[src/rtl/game_pkg.sv]
package game_pkg;

    ////////////////////////////////////////////////////////////////////////////
    // Raster geometry

    // Horizontal, in pixels
    localparam int H_TOTAL  = 384;
    localparam int H_ACTIVE = 256;
    localparam int HS_START = 304;
    localparam int HS_END   = 335;

    // Vertical, in lines. Active lines run from 16 to 239
    localparam int V_TOTAL  = 264;
    localparam int VB_END   = 16;
    localparam int VB_START = 240;
    localparam int VS_START = 248;
    localparam int VS_END   = 251;

    ////////////////////////////////////////////////////////////////////////////
    // Clock enables, memories and download

    localparam int CEN_PERIOD = 24;
    localparam int CEN_CW     = $clog2(CEN_PERIOD);

    // 32x32 tile map, tile ROM is {code[9:0], row[2:0]}
    localparam int MAP_AW  = 10;
    localparam int CROM_AW = 13;
    localparam int PAL_AW  = 8;

    localparam logic [3:0] TRANSPARENT = 4'hF;

    // Region byte inside the program ROM
    localparam logic [11:0] JP_ADDR = 12'h041;
    localparam logic [ 7:0] JP_MARK = 8'h4A;

    // Palette number in the upper nibble, pixel value in the lower one
    localparam int CIDX_W = 8;
    typedef logic [CIDX_W-1:0] color_idx_t;

endpackage

[src/rtl/video_timing.sv]
`timescale 1ns/1ps

module video_timing
    import game_pkg::*;
(
    input  logic       clk,
    input  logic       rst_n,
    input  logic       pxl_cen,
    output logic [8:0] h,
    output logic [8:0] v,
    output logic       lhbl,
    output logic       lvbl,
    output logic       hs,
    output logic       vs
);

    logic [8:0] h_nxt;
    logic [8:0] v_nxt;
    logic       h_wrap;

    assign h_wrap = h == 9'(H_TOTAL - 1);

    always_comb begin
        h_nxt = h_wrap ? 9'd0 : h + 9'd1;
        v_nxt = v;
        if (h_wrap) begin
            v_nxt = (v == 9'(V_TOTAL - 1)) ? 9'd0 : v + 9'd1;
        end
    end

    ////////////////////////////////////////////////////////////////////////////
    // Counters and windows
    //
    // Flags come from the next counter values, so h, v and every flag
    // move on the same edge

    always_ff @(posedge clk or negedge rst_n) begin
        if (!rst_n) begin
            h    <= 9'd0;
            v    <= 9'd0;
            lhbl <= 1'b0;
            lvbl <= 1'b0;
            hs   <= 1'b0;
            vs   <= 1'b0;
        end else if (pxl_cen) begin
            h    <= h_nxt;
            v    <= v_nxt;
            // Horizontal
            lhbl <= h_nxt < 9'(H_ACTIVE);
            hs   <= (h_nxt >= 9'(HS_START)) && (h_nxt <= 9'(HS_END));
            // Vertical
            lvbl <= (v_nxt >= 9'(VB_END)) && (v_nxt < 9'(VB_START));
            vs   <= (v_nxt >= 9'(VS_START)) && (v_nxt <= 9'(VS_END));
        end
    end

endmodule

[config.mk]
export PLATFORM = sky130hd
export DESIGN_NAME = video_timing
export DESIGN_NICKNAME = d
export VERILOG_FILES = /design/src/rtl/game_pkg.sv /design/src/rtl/video_timing.sv
export SDC_FILE = /design/constraint.sdc
export NUM_CORES = 1
export LEC_CHECK = 0
export ABC_AREA = 1
export BUFFER_PORTS_ARGS = -buffer_cell sky130_fd_sc_hd__buf_2
export CORE_MARGIN = 10
export CORE_UTILIZATION = 60
export CTS_BUF_LIST = sky130_fd_sc_hd__clkbuf_8
export CTS_CLUSTER_DIAMETER = 50
export DETAILED_ROUTE_END_ITERATION = 16
export PLACE_DENSITY = 0.94
export SKIP_CTS_REPAIR_TIMING = 1
export SLEW_MARGIN = 10
export SYNTH_ARGS = -nofsm -noshare
export SYNTH_HDL_FRONTEND = slang
export SYNTH_SLANG_ARGS = --single-unit
[constraint.sdc]
create_clock -name clk -period 4.14 [get_ports clk]
set_clock_uncertainty 0.1 [all_clocks]
set_input_delay 0.621 -clock clk [delete_from_list [all_inputs] [get_ports clk]]
set_output_delay 0.621 -clock clk [all_outputs]
set_load 0.005 [all_outputs]
==> flow_metrics.tcl <==
set metrics [dict create \
    path_class "reg -> reg" \
    die-area_um2 4410 \
    vdd_drop_max_v 0.000387 \
    antenna_found_initial 0 \
    ys_types 27 \
    final_util 0.731 \
    cp.required_ns 4.19 \
    rows 16 \
    seq_area_frac_synth 0.426 \
    vias 1281 \
    fp.dieH_um 66.4 \
    worstPathMaxFanout 13 \
    antenna_cells 0 \
    ys_ff_latch 22 \
    port_buffers 24 \
    grt_pass1_wl_mm 5.51 \
    layout.nets 206 \
    htree_levels 1 \
    routedWlPerCell_um 14.0 \
    synth_edf_count 0 \
    rsz0062_at_grt "no" \
    ant_nets 0 \
    tritoncts.num_buffers 3 \
    power_mw 0.620 \
    finalSetupViolations 0 \
    pre_cts_slack_ns 1.92 \
    fp.dieW_um 66.4 \
    synth.cell_area_um2 1290 \
    insertion_delay_ns 0.26 \
    grt_max_degree 23 \
    grt_pass1_vias 1276 \
    area_delta_synth_final_pct 13.3 \
    syn-num-nets 181 \
    cts_tree "yes" \
    hp-class "in -> async" \
    drive_above_1_share 0.186 \
    min_period_ns 2.12 \
    via_per_inst 5.67 \
    clk_pin_slew_ns 0.07 \
    io_pins 25 \
    synthFlopType "dfrtp_1" \
    syn-instance-count 176 \
    initial_core_util 0.645 \
    wirelength_mm 3.18 \
    dr.first_iter.drc_count 107 \
    p_per_area_nw_per_um2 424 \
    cts-root-buf "clkbuf_8" \
    overflow 0 \
    setup.worst_path.end_class "flop" \
    fin_crit_sh 0.512 \
    gp_congestion 0.876 \
    critical_path_arrival_ns 2.17 \
    status "finished clean" \
    setup_slack_ns 2.02 \
    slew_violations 0 \
    firstDrtPassIters 6 \
    yosys_warnings 0 \
    worst_pin_slew_ns 0.487 \
    clkSinkCount 22 \
    clockBufferDepth 2 \
    timing.fmax_ghz 0.472 \
    track_usage 0.155 \
    ys_async_sr_fraction 1.00 \
    cap_violations 0 \
    fillers 169 \
    core_um2 2000 \
    syn_area_per_cell_um2 7.34 \
    setup_tns_ns 0 \
    place_hpwl_mm 2.36 \
    hold_viol 0 \
    crit_path_start_kind "flop" \
    slew_headroom 0.673 \
    drc 0 \
    leakagePower_nw 0.721 \
]
## power breakdown
group / internal, mW / switching, mW
Sequential: 0.257 / 0.0516
Clock: 0.0649 / 0.0642
Combinational: 0.0745 / 0.107
## critical path, stage by stage (launching register included)
cell and delay, ns:
dfrtp_1 0.40, ha_1 0.18, nand3_1 0.16, inv_1 0.13, nand3_2 0.28, o21ai_1 0.31
nand2_1 0.11, nor2_2 0.13, nand2_1 0.07, nand2_1 0.08, nand2_1 0.05
## metal layers
layer	track usage	wire length, µm	vias to the layer above
li1	-	-	617
met2	0.260	1540	72
met4	0.0628	63	0
met3	0.0508	322	12
met5	0	0	-
met1	0.177	1250	580
## placed cells by master, fill, tap and decap left out, types with 2 or more instances in the layout
master / synthesis / routed
nand4_1: 3 / 3
nand3_1: 13 / 13
nand2_1: 54 / 54
inv_1: 18 / 18
nor2_1: 16 / 16
o21ai_0: 18 / 18
nor2_2: 4 / 4
ha_1: 2 / 2
clkbuf_8: 0 / 3
o22ai_1: 2 / 2
dfrtp_1: 22 / 22
xor2_1: 3 / 3
buf_2: 1 / 24
nor2_4: 2 / 2
a21oi_1: 4 / 4
## path summary, 6_finish.rpt
check | from | depth (start not counted) | slack, ns | end
worst min-delay path | rst_n | 1 | 0.21 | v[4]
worst max-delay path | h[0] | 10 | 2.02 | lvbl
min in group clk | lvbl | 2 | 0.38 | lvbl
worst min register to register | lvbl | 2 | 0.38 | lvbl
worst max register to register | h[0] | 10 | 2.02 | lvbl
max in group asynchronous | rst_n | 1 | 3.39 | h[5]
## sequential cells by signal, indices dropped and copies added, names as in the netlist
register and flops:
vs 1, lhbl 1, v 9, lvbl 1
h 9, hs 1
## stage by stage
stage,hold WS (ns),cells,cell area (µm²)
finish,0.214,226,1460
global route,0.245,226,1460
CTS,0.229,226,1460
detailed placement,0.366,223,1420
global placement,0.368,223,1420
floorplan,0.225,176,1290
## kinds of logic after synthesis
family,Yosys count,synth area share
xor gates and xnor gates,4,0.0271
AOI/OAI and AO/OA,29,0.123
buffers and inverters,23,0.0736
DFF,22,0.426
and+or+nand+nor,95,0.322
adders and majority gates,2,0.0194
muxes,1,0.00872
## cells in the mapped netlist, types with 2 or more instances
cell type | number | area [µm²]
a21oi_1 | 4 | 20.0
clkbuf_1 | 2 | 7.51
dfrtp_1 | 22 | 551
ha_1 | 2 | 25.0
inv_1 | 18 | 67.6
nand2_1 | 54 | 203
nand3_1 | 13 | 65.1
nand4_1 | 3 | 18.8
nor2_1 | 16 | 60.1
nor2_2 | 4 | 25.0
nor2_4 | 2 | 22.5
o21ai_0 | 18 | 90.1
o22ai_1 | 2 | 12.5
xor2_1 | 3 | 26.3
## layout make-up
cell class	instances	area (µm²)	area share
Multi-Input combinational cell	131	646	0.441
Sequential cell	22	551	0.376
Timing Repair Buffer	24	120	0.0821
Tap cell	27	33.8	0.0231
Inverter	19	71.3	0.0488
Clock buffer	3	41.3	0.0282
Power figures use the tool's default switching activity.
