===== src/rtl/game_pkg.sv =====
package game_pkg;

    ////////////////////////////////////////////////////////////////////////////
    // Raster geometry

    // Horizontal, in pixels
    localparam int H_TOTAL  = 384;
    localparam int H_ACTIVE = 256;
    localparam int HS_START = 304;
    localparam int HS_END   = 335;

    // Vertical, in lines. Active lines run from 16 to 239
    localparam int V_TOTAL  = 264;
    localparam int VB_END   = 16;
    localparam int VB_START = 240;
    localparam int VS_START = 248;
    localparam int VS_END   = 251;

    ////////////////////////////////////////////////////////////////////////////
    // Clock enables, memories and download

    localparam int CEN_PERIOD = 24;
    localparam int CEN_CW     = $clog2(CEN_PERIOD);

    // 32x32 tile map, tile ROM is {code[9:0], row[2:0]}
    localparam int MAP_AW  = 10;
    localparam int CROM_AW = 13;
    localparam int PAL_AW  = 8;

    localparam logic [3:0] TRANSPARENT = 4'hF;

    // Region byte inside the program ROM
    localparam logic [11:0] JP_ADDR = 12'h041;
    localparam logic [ 7:0] JP_MARK = 8'h4A;

    // Palette number in the upper nibble, pixel value in the lower one
    localparam int CIDX_W = 8;
    typedef logic [CIDX_W-1:0] color_idx_t;

endpackage


===== src/rtl/prom_loader.sv =====
`timescale 1ns/1ps

module prom_loader
    import game_pkg::*;
(
    input  logic              clk,
    input  logic              rst_n,
    input  logic [11:0]       prog_addr,
    input  logic [7:0]        prog_data,
    input  logic              prog_we,
    input  logic              prom_we,
    output logic [2:0]        pal_we,
    output logic [PAL_AW-1:0] pal_addr,
    output logic [3:0]        pal_din,
    output logic              region_jp
);

    always_ff @(posedge clk or negedge rst_n) begin
        if (!rst_n) begin
            pal_we    <= 3'b000;
            region_jp <= 1'b0;
        end else begin
            pal_we <= 3'b000;
            // Bits 9:8 pick red, green or blue, the fourth region is dropped
            if (prom_we) begin
                case (prog_addr[9:8])
                    2'd0:    pal_we <= 3'b001;
                    2'd1:    pal_we <= 3'b010;
                    2'd2:    pal_we <= 3'b100;
                    default: pal_we <= 3'b000;
                endcase
            end
            if (prog_we && (prog_addr == JP_ADDR)) begin
                region_jp <= prog_data == JP_MARK;
            end
        end
    end

    always_ff @(posedge clk) begin
        if (prom_we) begin
            pal_addr <= prog_addr[PAL_AW-1:0];
            pal_din  <= prog_data[3:0];
        end
    end

endmodule


===== config.mk =====
export PLATFORM = sky130hd
export DESIGN_NAME = prom_loader
export DESIGN_NICKNAME = d
export VERILOG_FILES = /design/src/rtl/game_pkg.sv /design/src/rtl/prom_loader.sv
export SDC_FILE = /design/constraint.sdc
export NUM_CORES = 1
export LEC_CHECK = 0
export BUFFER_PORTS_ARGS = -buffer_cell sky130_fd_sc_hd__buf_2
export CAP_MARGIN = 10
export CELL_PAD_IN_SITES_DETAIL_PLACEMENT = 0
export CELL_PAD_IN_SITES_GLOBAL_PLACEMENT = 2
export CORE_MARGIN = 5
export CORE_UTILIZATION = 21
export CTS_CLUSTER_DIAMETER = 60
export DETAILED_ROUTE_END_ITERATION = 12
export PLACE_DENSITY_LB_ADDON = 0.08
export SYNTH_ARGS = -nofsm -noshare
export SYNTH_HDL_FRONTEND = slang
export SYNTH_SLANG_ARGS = --single-unit

===== constraint.sdc =====
create_clock -name clk -period 0.8 [get_ports clk]
set_clock_uncertainty 0.1 [all_clocks]
set_input_delay 0.08 -clock clk [delete_from_list [all_inputs] [get_ports clk]]
set_output_delay 0.08 -clock clk [all_outputs]
set_load 0.02 [all_outputs]

==> flow_summary.yaml <==
grt:
  grt-ovfl-total: 0
  grt_usage_pct: 7.36
  grt_pass1_vias: 494
  grt_start_max_net_pins: 16
  grt_pass1_wl_mm: 2.01
  antenna_found_initial: 0
synth:
  ys_types: 13
  syn_avg_cell_area_um2: 19.4
  synth-xor-area-share_pct: 0
  syn_area_um2: 563
  ys_seq_area_share_pct: 81.8
  synth_top_family_by_area: "simple AND/OR/NAND/NOR gates"
  synth-simple-area-share_pct: 16.2
  syn_nets: 53
  synth_fa_ha_area_share_pct: 0
  synth-warning-count: 0
  muxShareOfSynthArea_pct: 2.00
  synth-compound-area-share_pct: 0
  synthCells: 29
  synth_seq_cells: 16
power_and_ir_drop:
  peakVddDrop_mv: 1.14
  p_clk_share_pct: 24.4
  power_leakage_uw: 0.000478
  switchingPower_uw: 398
  p_seq_share_pct: 56.9
  total_power_uw: 1710
  internal_power_uw: 1310
  p_per_area_nw_per_um2: 1630
  comb_power_share_pct: 18.7
  netSwitchingFraction_pct: 23.3
sta:
  fmax_mhz: 994
  worst_slack_ns: -0.206
  slew_headroom_pct: 78.8
  finalSetupViolations: 19
  fin_crit_ns: 1.01
  post-route-period-util_pct: 126
  tightest_slew_ns: 0.318
  rsz0062_at_grt: "yes"
  hold_viol_final: 4
  slew_violations: 0
  holdWs_ns: -0.0395
clock_tree:
  post-cts-setup-buffers: 0
  clk_latency_ns: 0.28
  cts_tree: "built"
  clk_pin_slew_ns: 0.09
  cts_root_buffer: "clkbuf_4"
  numClockSinks: 16
  clockBufferDepth: 2
  numCtsBuffers: 3
  htree_levels: 1
worst_setup_path:
  critPathBufInv: 1
  r2r_slack_ns: -0.08
  endpoint: "region_jp"
  crit_chain: "buf_6"
  worstSetupPathType: "reg2out"
  rr_endpoint: "region_jp$_DFFE_PN0P_"
  crit_arrival_ns: 0.83
  startpoint: "region_jp$_DFFE_PN0P_"
  path_delay_family: "flip-flops"
  required_ns: 0.62
  endpoint_kind: "primary output"
  max_stage_delay_ns: 0.42
  crit_fanout: 2
  reg2reg_depth: 1
  slowest_stage: "dfrtp_2"
  worst-path-stages: 1
  r2r-start: "region_jp$_DFFE_PN0P_"
  cp-start-kind: "register"
floorplanning:
  core_um2: 2520
  initial_core_util_pct: 22.3
  die_area_um2: 3820
  num_rows: 18
  num_io_pins: 40
  die_w_um: 61.8
  dieHeight_um: 61.8
placement:
  place_area_um2: 836
  gp_congestion: 0.620
  port_buffers: 39
route:
  ant_nets: 0
  routedWlPerCell_um: 11.4
  vias: 471
  drc_errors: 0
  wl_mm: 1.34
  drt_iter0_markers: 6
  dr.pass1.iters: 4
  viasPerCell: 4.03
cells_and_area:
  diodes: 0
  multi_input_area_um2: 115
  layout_commonest_cell: "buf_2"
  fin_area_um2: 1040
  drive_above_1_share_pct: 57.5
  regArea_um2: 462
  area_growth_pct: 85.6
  final_cell_mix: "28 x buf_2, 12 x edfxtp_1, 11 x dlygate4sd3_1, 11 x buf_6, 4 x buf_4"
  fillers: 260
  fin_nets: 112
flow_run:
  cap_violations: 0
worst_hold_path:
  hp-class: "in2reg"
status:
  outcome: "finished with violations"
  violations: "negative hold slack, negative setup slack"
## flip-flops by register name, indices dropped and copies added (netlist names)
name	cells
region_jp	1
pal_we	3
pal_addr	8
pal_din	4
## stage by stage
| step | util (%) | hold slack [ns] | worst slack, ns | instances | TNS (ns) |
|---|---|---|---|---|---|
| 2_1_floorplan | - | -0.316 | -0.156 | 29 | -0.156 |
| 3_3_place_gp | 33.1 | -0.209 | -0.313 | 102 | -0.361 |
| 3_5_place_dp | 33.1 | -0.211 | -0.336 | 102 | -0.558 |
| 4_1_cts | 38.3 | -0.0913 | -0.222 | 114 | -3.33 |
| 5_1_grt | 41.4 | -0.0438 | -0.246 | 117 | -3.70 |
| 6_report | 41.4 | -0.0395 | -0.206 | 117 | -3.01 |
## synth_stat cells, drive strengths merged
| library cell | n | area, um2 |
|---|---|---|
| and4bb | 1 | 12.5 |
| nor3b | 1 | 7.51 |
| mux2 | 1 | 11.3 |
| and3b | 1 | 10.0 |
| nor4bb | 1 | 10.0 |
| and4b | 1 | 10.0 |
| dfrtp | 4 | 100 |
| edfxtp | 12 | 360 |
| nand2 | 1 | 3.75 |
| nor2 | 3 | 11.3 |
| nor3 | 1 | 5.00 |
| nor4b | 1 | 15.0 |
| nand4 | 1 | 6.26 |
## final cells by class
class | count | area share (%)
Sequential cell | 16 | 44.2
Clock inverter | 1 | 0.359
Timing Repair Buffer | 54 | 38.7
Clock buffer | 3 | 2.16
Tap cell | 30 | 3.59
Multi-Input combinational cell | 13 | 11.0
## power groups by stage
stage | clock [uW] | sequential [uW] | combinational [uW]
floorplan | 0 | 1060 | 18.7
global placement | 0 | 981 | 246
detailed placement | 0 | 983 | 245
CTS | 452 | 966 | 282
global route | 480 | 978 | 343
finish | 416 | 972 | 320
## metal layers
layer  part of all wire (%)  routed length, um  global-route usage [%]
met1                     35                467                    7.92
met2                     54                725                    12.7
met3                     11                143                    2.07
met4                      0                  0                    4.55
met5                      0                  0                       0
## worst min path at each step
stage / from / to / slack, ns / cells past startpoint
final: prog_addr[8] / pal_we[2]$_DFF_PN0_ / -0.04 / 3
after CTS: prog_addr[1] / pal_addr[1]$_DFFE_PP_ / -0.09 / 1
after floorplan: rst_n / pal_we[0]$_DFF_PN0_ / -0.32 / 0
after detailed placement: rst_n / pal_we[2]$_DFF_PN0_ / -0.21 / 1
after global routing: prog_addr[8] / pal_we[2]$_DFF_PN0_ / -0.04 / 3
after global placement: rst_n / pal_we[2]$_DFF_PN0_ / -0.21 / 1
## kinds of logic (layout without fill, tap and decap cells)
kind of cell | count (synthesis) | after routing
DFF | 16 | 16
and+or+nand+nor | 12 | 12
muxes | 1 | 1
buffers and inverters | 0 | 58
## timing repair
item | CTS | global route
setup endpoints to repair | 17 | 17
hold buffers | 8 | 3
hold endpoints to repair | 18 | 7
gates resized for setup | 8 | 15
(Power assumes the default switching activity.)
