## config.mk

```make
export PLATFORM = sky130hd
export DESIGN_NAME = cen_gen
export DESIGN_NICKNAME = d
export VERILOG_FILES = /design/src/rtl/game_pkg.sv /design/src/rtl/cen_gen.sv
export SDC_FILE = /design/constraint.sdc
export NUM_CORES = 1
export LEC_CHECK = 0
export BUFFER_PORTS_ARGS = -buffer_cell sky130_fd_sc_hd__buf_4
export CAP_MARGIN = 20
export CORE_AREA = 10 10 65 67
export CTS_CLUSTER_SIZE = 16
export DETAILED_ROUTE_END_ITERATION = 12
export DIE_AREA = 0 0 75 77
export PLACE_DENSITY = 0.47
export SETUP_SLACK_MARGIN = 0.05
export SYNTH_ARGS = -nofsm -noshare
export SYNTH_HDL_FRONTEND = slang
export SYNTH_SLANG_ARGS = --single-unit
```

## constraint.sdc

```tcl
create_clock -name clk -period 2.99 [get_ports clk]
set_input_delay 0.1495 -clock clk [delete_from_list [all_inputs] [get_ports clk]]
set_output_delay 0.1495 -clock clk [all_outputs]
set_load 0.02 [all_outputs]
```

## src/rtl/game_pkg.sv

```systemverilog
package game_pkg;

    ////////////////////////////////////////////////////////////////////////////
    // Raster geometry

    // Horizontal, in pixels
    localparam int H_TOTAL  = 384;
    localparam int H_ACTIVE = 256;
    localparam int HS_START = 304;
    localparam int HS_END   = 335;

    // Vertical, in lines. Active lines run from 16 to 239
    localparam int V_TOTAL  = 264;
    localparam int VB_END   = 16;
    localparam int VB_START = 240;
    localparam int VS_START = 248;
    localparam int VS_END   = 251;

    ////////////////////////////////////////////////////////////////////////////
    // Clock enables, memories and download

    localparam int CEN_PERIOD = 24;
    localparam int CEN_CW     = $clog2(CEN_PERIOD);

    // 32x32 tile map, tile ROM is {code[9:0], row[2:0]}
    localparam int MAP_AW  = 10;
    localparam int CROM_AW = 13;
    localparam int PAL_AW  = 8;

    localparam logic [3:0] TRANSPARENT = 4'hF;

    // Region byte inside the program ROM
    localparam logic [11:0] JP_ADDR = 12'h041;
    localparam logic [ 7:0] JP_MARK = 8'h4A;

    // Palette number in the upper nibble, pixel value in the lower one
    localparam int CIDX_W = 8;
    typedef logic [CIDX_W-1:0] color_idx_t;

endpackage

```

## src/rtl/cen_gen.sv

```systemverilog
`timescale 1ns/1ps

module cen_gen
    import game_pkg::*;
(
    input  logic clk,
    input  logic rst_n,
    output logic pxl_cen,
    output logic pxl2_cen,
    output logic cpu_cen
);

    logic [CEN_CW-1:0] cnt;
    logic [CEN_CW-1:0] cnt_nxt;

    // Single phase reference for all enables
    assign cnt_nxt = (cnt == CEN_CW'(CEN_PERIOD - 1)) ? '0 : cnt + 1'b1;

    // Enables are decoded from the next count so each pulse lines up
    // with the cycle in which the counter holds the matching value
    always_ff @(posedge clk or negedge rst_n) begin
        if (!rst_n) begin
            cnt      <= '0;
            pxl2_cen <= 1'b0;
            pxl_cen  <= 1'b0;
            cpu_cen  <= 1'b0;
        end else begin
            cnt      <= cnt_nxt;
            // Every 4 cycles
            pxl2_cen <= cnt_nxt[1:0] == 2'd3;
            // Every 8 cycles
            pxl_cen  <= cnt_nxt[2:0] == 3'd7;
            // Every 6 cycles, 24 is a multiple of 6 so the wrap is seamless
            cpu_cen  <= (cnt_nxt % CEN_CW'(6)) == CEN_CW'(5);
        end
    end

endmodule

```

==> results.md, run 1 <==
- Area Growth Syn to Fin: 16.3%
- FF+latch count, synth: 8
- Drt via density: a little over 5
- Post-DP HPWL: about 1200 um
- Initial DRC Count: between 60 and 70
- Synth cell count leaders: dfrtp_1, nand2_1, ha_1
- Synth cell types: 34
- Hold Fails Final Rpt: 0
- Residual DRC: 0
- RSZ-0062 raised after global routing: false
- Overall Power: slightly below 200 uW
- Via count: 595
- Root buffer cell: clkbuf_4
- Setup TNS: 0 ps
- Initial antenna violation count: 0
- Clock Latency Late Sink: about 250 ps
- Final Wtd Congestion: 0.739
- Yosys warning count: 0
- Hold slack final: roughly 250 ps
- DIE AREA: between 5000 and 6000 sq um
- Nets@finish: 95
- Syn Inst Count: approximately 80
- CP max FO: 11
- H-tree depth: 1
- CP endpoint kind: flip-flop
- Die boundary height: between 70 and 80 um
- Yosys top cell by area: dfrtp_1
- # Max-Cap Violations: 0
- Prevailing post-synth register cell: dfrtp_1
- Share of cells above drive strength 1: 0.247
- Top cells by area, synth: dfrtp_1, ha_1, a221oi_2
- Pre-antenna DRT Iters: 4
- Leakage Power: roughly 0.00036 uW
- Design Area, Final: 830 sq um
- Critical Path Source Type: flip-flop
- Most common cell in the synthesized netlist: dfrtp_1
- # IOs: 5
- ANT nets after route: 0
- Max-slew violation count: 0
- Initial Utilization: 0.239
- Status: finished, final reports clean
- Mapped Avg Cell Area: just over 9 sq um
- # clock sinks: 8
- Core area: between 2000 and 3000 sq um
- CP endpoint: cpu_cen
- Routed Wire Length: 1540 um
- Worst R2R End: cpu_cen
- Largest net degree at the start of global routing: 12
- Port-buffer cells: 4
- Syn_nets: 86
- Ant diodes: 0
- R2r setup slk: 230 ps
- Post-CTS Setup Bufs: 0
- # rows: 20
- Clock Pin Slew Worst Setup and Hold Paths: approximately 50 ps
- Drt wl/cell: 13.0 um
- First-pass GRT wire length: 2600 um
- Data arrival, critical path: 2870 ps
- Hold crit path type: primary input to asynchronous set/reset pin
- Critical Path RT: between 3000 and 4000 ps
- Critical path class: flip-flop to flip-flop
- CTS tree: done
- Worst Reg-to-Reg Cells: 11
- Worst vdd ir: between 0.08 and 0.09 mV
- Final Critical Period: ~2800 ps
- Final cell count without fillers: about 120
- Relative slew slack: 0.748
- GRT Total Usage: 0.0568
- Seq/Total Area, Yosys: 0.281
- Max Clock Skew: around 2.5 ps
- Worst-Margin Slew: 378 ps
- R2R Path Start: cnt[4]
- FFs w/ async S/R, synth: 1.00
- Period utilisation layout: 0.922
- Num CTS Buffers: 3
- DP Cell Count: 114
- Clock tree buffer depth: 2
- Placed Area: 785 sq um
- Total grt overflow: 0
- Die W: approximately 75 um
- Area of the mapped netlist: ~710 sq um
- Vias in the first global route: between 500 and 600
- Top cell type's share of synthesized area: 0.281
- CP Launch Point: cnt[4]
- Final setup fails: 0
- Number of flops mapped to enable cells by yosys: 0
- PD cells: 232 nW/um^2
- Fmax achieved: approximately 0.36 GHz
-- critical path, cell delays in order (launching register included) --
cell	delay, ps
dfrtp_1	550
nor2b_1	260
and3_2	230
nor2_1	60
ha_1	210
buf_4	150
nand2_1	70
o21ai_0	90
ha_1	240
or4_4	540
nand4b_1	130
a221oi_2	70
-- registers in the layout (all words and copies together) (netlist names) --
signal,count
cnt,5
pxl2_cen,1
cpu_cen,1
pxl_cen,1
-- worst min path at each step --
stage | startpoint | to | slack (ps) | cells past startpoint
3_3_place_gp | rst_n | cnt[4] | -30 | 1
6_report | rst_n | cnt[3] | 250 | 2
2_1_floorplan | rst_n | cnt[0] | -150 | 0
5_1_grt | rst_n | cnt[2] | 260 | 2
3_5_place_dp | rst_n | cnt[4] | -30 | 1
4_1_cts | rst_n | cnt[4] | 240 | 2
-- metrics by stage --
stage          utilization  setup WS [ps]
5_1_grt              0.279           68.6
2_1_floorplan            -            234
4_1_cts              0.274            133
3_5_place_dp         0.263            160
3_3_place_gp         0.263            213
6_report             0.279            232
-- cell usage in the layout, fill, tap and decap left out, types with 2 or more instances in the layout --
| cell type | n |
|---|---|
| o31ai_1 | 2 |
| inv_1 | 5 |
| and3_1 | 2 |
| nor2_1 | 5 |
| nand3_1 | 2 |
| dfrtp_1 | 8 |
| a31oi_1 | 2 |
| nand2_1 | 7 |
| xnor2_1 | 3 |
| nor2b_1 | 2 |
| clkbuf_4 | 3 |
| a221oi_2 | 2 |
| buf_4 | 7 |
| a21oi_1 | 5 |
| nand4_1 | 2 |
| ha_1 | 5 |
| o21ai_0 | 3 |
| nand2b_1 | 2 |
-- routing by layer --
layer / share of wire / track usage
met4: 0.015 / 0.0341
met5: 0 / 0
met2: 0.46 / 0.0790
met1: 0.50 / 0.0735
met3: 0.026 / 0.0167
-- final cells by class --
class | instances | area (sq um)
multi-input cells | 61 | 484
inverters | 5 | 18.8
repair buffers | 8 | 62.6
flip-flops and latches | 8 | 200
well taps | 33 | 41.3
clock buffers | 3 | 22.5
fillers | 318 | 2150
-- kinds of logic after synthesis --
| family | count (synthesis) | share of synthesized area |
|---|---|---|
| AND/OR/NAND/NOR | 32 | 0.286 |
| AO/OA/AOI/OAI | 20 | 0.233 |
| buffers and inverters | 9 | 0.0579 |
| flip-flops | 8 | 0.281 |
| adder cells (fa/ha/maj) | 6 | 0.105 |
| XOR/XNOR | 3 | 0.0368 |
-- report_power, final --
group,internal [uW],switching [uW]
clock,45.8,34.6
sequential,108,0
combinational,1.73,2.10
-- timing repair --
action | 4_1_cts | 5_1_grt
endpoints found under the hold margin | 8 | 0
resized for setup | 0 | 2
endpoints found under the setup margin | 0 | 1
hold buffers | 1 | 0
Note: power is estimated with default switching activity, not from simulation.
==> run 2: changes to the inputs <==
- CAP_MARGIN: 20 -> unset
- clock period: 2.99 -> 2.6 ns (I/O delays scaled with it)
==> run 2 against run 1 <==
  * Non-clock buffer count is 7 higher
  * Critical path depth increased by 1
  * Clock skew rose by 4.3 ps
  * Maximum frequency grew 14%
  * Utilization rose by 4.6 points
  * Count of clock-buffer cells in the layout unchanged
  * Sequential cell count unchanged
  * Largest power group unchanged
  * Clock power is 17% higher
  * Total power is 16% higher
  * Design area up 17%
  * Largest cell class unchanged
  * Highest routed layer is now met3
  * Global-route usage grew 0.23 points
  * Register-to-register slack worse by 60 ps
==> results.md, run 2 (same netlist as run 1, synthesis figures left out) <==
- Commonest non-fill, non-tap cells in the layout: buf_4, nand2_1, inv_1, dfrtp_2, dfrtp_1
- Total grt overflow: 0 (unchanged)
- Critical Path Source Type: flip-flop
- Overall Power: 223 uW (+16%)
- Hold slack final: 227 ps (-21.2 ps)
- Initial DRC Count: 45 (-30%)
- Period utilisation layout: 0.934 (+0.0115)
- Largest register FFs: 5 (unchanged)
- Final Wtd Congestion: 0.729 (-1.3%)
- # rows: 20 (unchanged)
- ANT nets after route: 0 (unchanged)
- Initial Utilization: 0.239 (unchanged)
- Largest net degree at the start of global routing: 11 (-1)
- Core area: 2980 sq um (unchanged)
- CP endpoint kind: flip-flop
- Initial antenna violation count: 0 (unchanged)
- Data arrival, critical path: 2540 ps (-330 ps)
- Fmax achieved: 0.412 GHz (+14%)
- DIE AREA: 5780 sq um (unchanged)
- Critical path class: flip-flop to flip-flop
- Final Util: 0.325 (+0.0462)
- Die boundary height: 77 um (unchanged)
- Max-slew violation count: 0 (unchanged)
- Residual DRC: 0 (unchanged)
- H-tree depth: 1 (unchanged)
- # Max-Cap Violations: 0 (unchanged)
- CTS tree: done
- Share of cells above drive strength 1: 0.467 (+0.220)
- Most common cell after layout, fill and taps aside: buf_4
- Via count: 638 (+7.2%)
- Status: finished, final reports clean
- Max Clock Skew: 6.82 ps (+4.28 ps)
- Clock Latency Late Sink: 250 ps (about the same)
- Vias in the first global route: 581 (+0.52%)
- # clock sinks: 8 (unchanged)
- Relative slew slack: 0.740 (-0.00826)
- Clock Pin Slew Worst Setup and Hold Paths: 60 ps (about the same)
- Hold crit path type: primary input to asynchronous set/reset pin
- First-pass GRT wire length: 2700 um (+4.0%)
- Port-buffer cells: 4 (unchanged)
- Largest Register: cnt
- Drt wl/cell: 13.3 um (+2.4%)
- GRT Total Usage: 0.0590 (+0.00229)
- Nets@finish: 102 (+7.4%)
- Final setup fails: 0 (unchanged)
- Critical Path RT: 2710 ps (-390 ps)
- Pre-antenna DRT Iters: 4 (unchanged)
- Setup TNS: 0 ps (unchanged)
- CP max FO: 7 (-4)
- Clock tree buffer depth: 2 (unchanged)
- # IOs: 5 (unchanged)
- Ant diodes: 0 (unchanged)
- Drt via density: 5.10 (+1.2%)
- Post-DP HPWL: 1290 um (+9.7%)
- Worst-Margin Slew: 390 ps (+12.4 ps)
- Area Growth Syn to Fin: 35.6%
- Worst vdd ir: 0.0745 mV (-11%)
- Num CTS Buffers: 3 (unchanged)
- Post-route worst setup slack: 172 ps (-60.2 ps)
- Pre-CTS setup slack: 20.9 ps (-139 ps)
- Die W: 75 um (unchanged)
- Root buffer cell: clkbuf_4
- Hold Fails Final Rpt: 0 (unchanged)
- PD cells: 231 nW/um^2 (-0.66%)
- Routed Wire Length: 1670 um (+8.5%)
- RSZ-0062 raised after global routing: false
- Final Critical Period: 2430 ps (-330 ps)
- Leakage Power: 0.000392 uW (+9.9%)
[run 2: cell types whose count changed in the layout (fill, tap and decap cells not counted), sizes merged]
cell | previous run | this run
buf | 7 | 14
[run 2: layout make-up]
type / instances / area, sq um
sequential: 8 / 205
tap: 33 / 41.3
fill: 294 / 2010
timing repair buffer: 15 / 115
clock buffer: 3 / 22.5
inverter: 5 / 18.8
multi-input combinational: 61 / 564
[run 2: per-stage QoR]
| stage | cell area, sq um | cells |
|---|---|---|
| global placement | 845 | 119 |
| global route | 967 | 125 |
| floorplan | 742 | 78 |
| detailed placement | 845 | 119 |
| finish | 967 | 125 |
| CTS | 906 | 124 |
[run 2: worst paths after layout]
| path | from | to | slack [ps] | cells past startpoint |
|---|---|---|---|---|
| setup / recovery | cnt[0] | cpu_cen | 170 | 12 |
| hold / removal | rst_n | cnt[2] | 230 | 2 |
| setup reg to reg | cnt[0] | cpu_cen | 170 | 12 |
| hold reg to reg | cnt[0] | cnt[0] | 570 | 1 |
| max in group asynchronous | rst_n | cnt[1] | 2230 | 2 |
| min in group clk | cnt[0] | cnt[0] | 570 | 1 |
[run 2: worst max-delay path: stages (launching register included)]
cell and delay (ps):
dfrtp_2 450, ha_4 220, xnor2_4 160, nor2_2 80, nor2_4 140, ha_4 170
inv_2 40, nand2_2 50, o21ai_1 80, ha_2 190, or4_4 530, nand4b_1 120
a221oi_2 60
[run 2: power breakdown]
part / switching (uW) / leakage (uW) / internal (uW)
clock: 41.4 / 0.0000138 / 52.8
sequential: 0 / 0.000102 / 125
combinational: 2.42 / 0.000275 / 1.99
total: 43.8 / 0.000392 / 179
[run 2: timing repair]
action,in CTS,in global routing
hold buffers,1,0
pin swaps,1,4
gates resized for setup,3,12
endpoints found under the hold margin,8,0
buffers inserted,1,1
endpoints found under the setup margin,1,1
[run 2: layer usage]
metal | vias to the layer above | part of all wire | global-route usage
li1 | 315 | - | -
met4 | 0 | 0 | 0.0227
met3 | 0 | 0.037 | 0.0167
met2 | 11 | 0.49 | 0.0953
met5 | - | 0 | 0
met1 | 312 | 0.47 | 0.0706
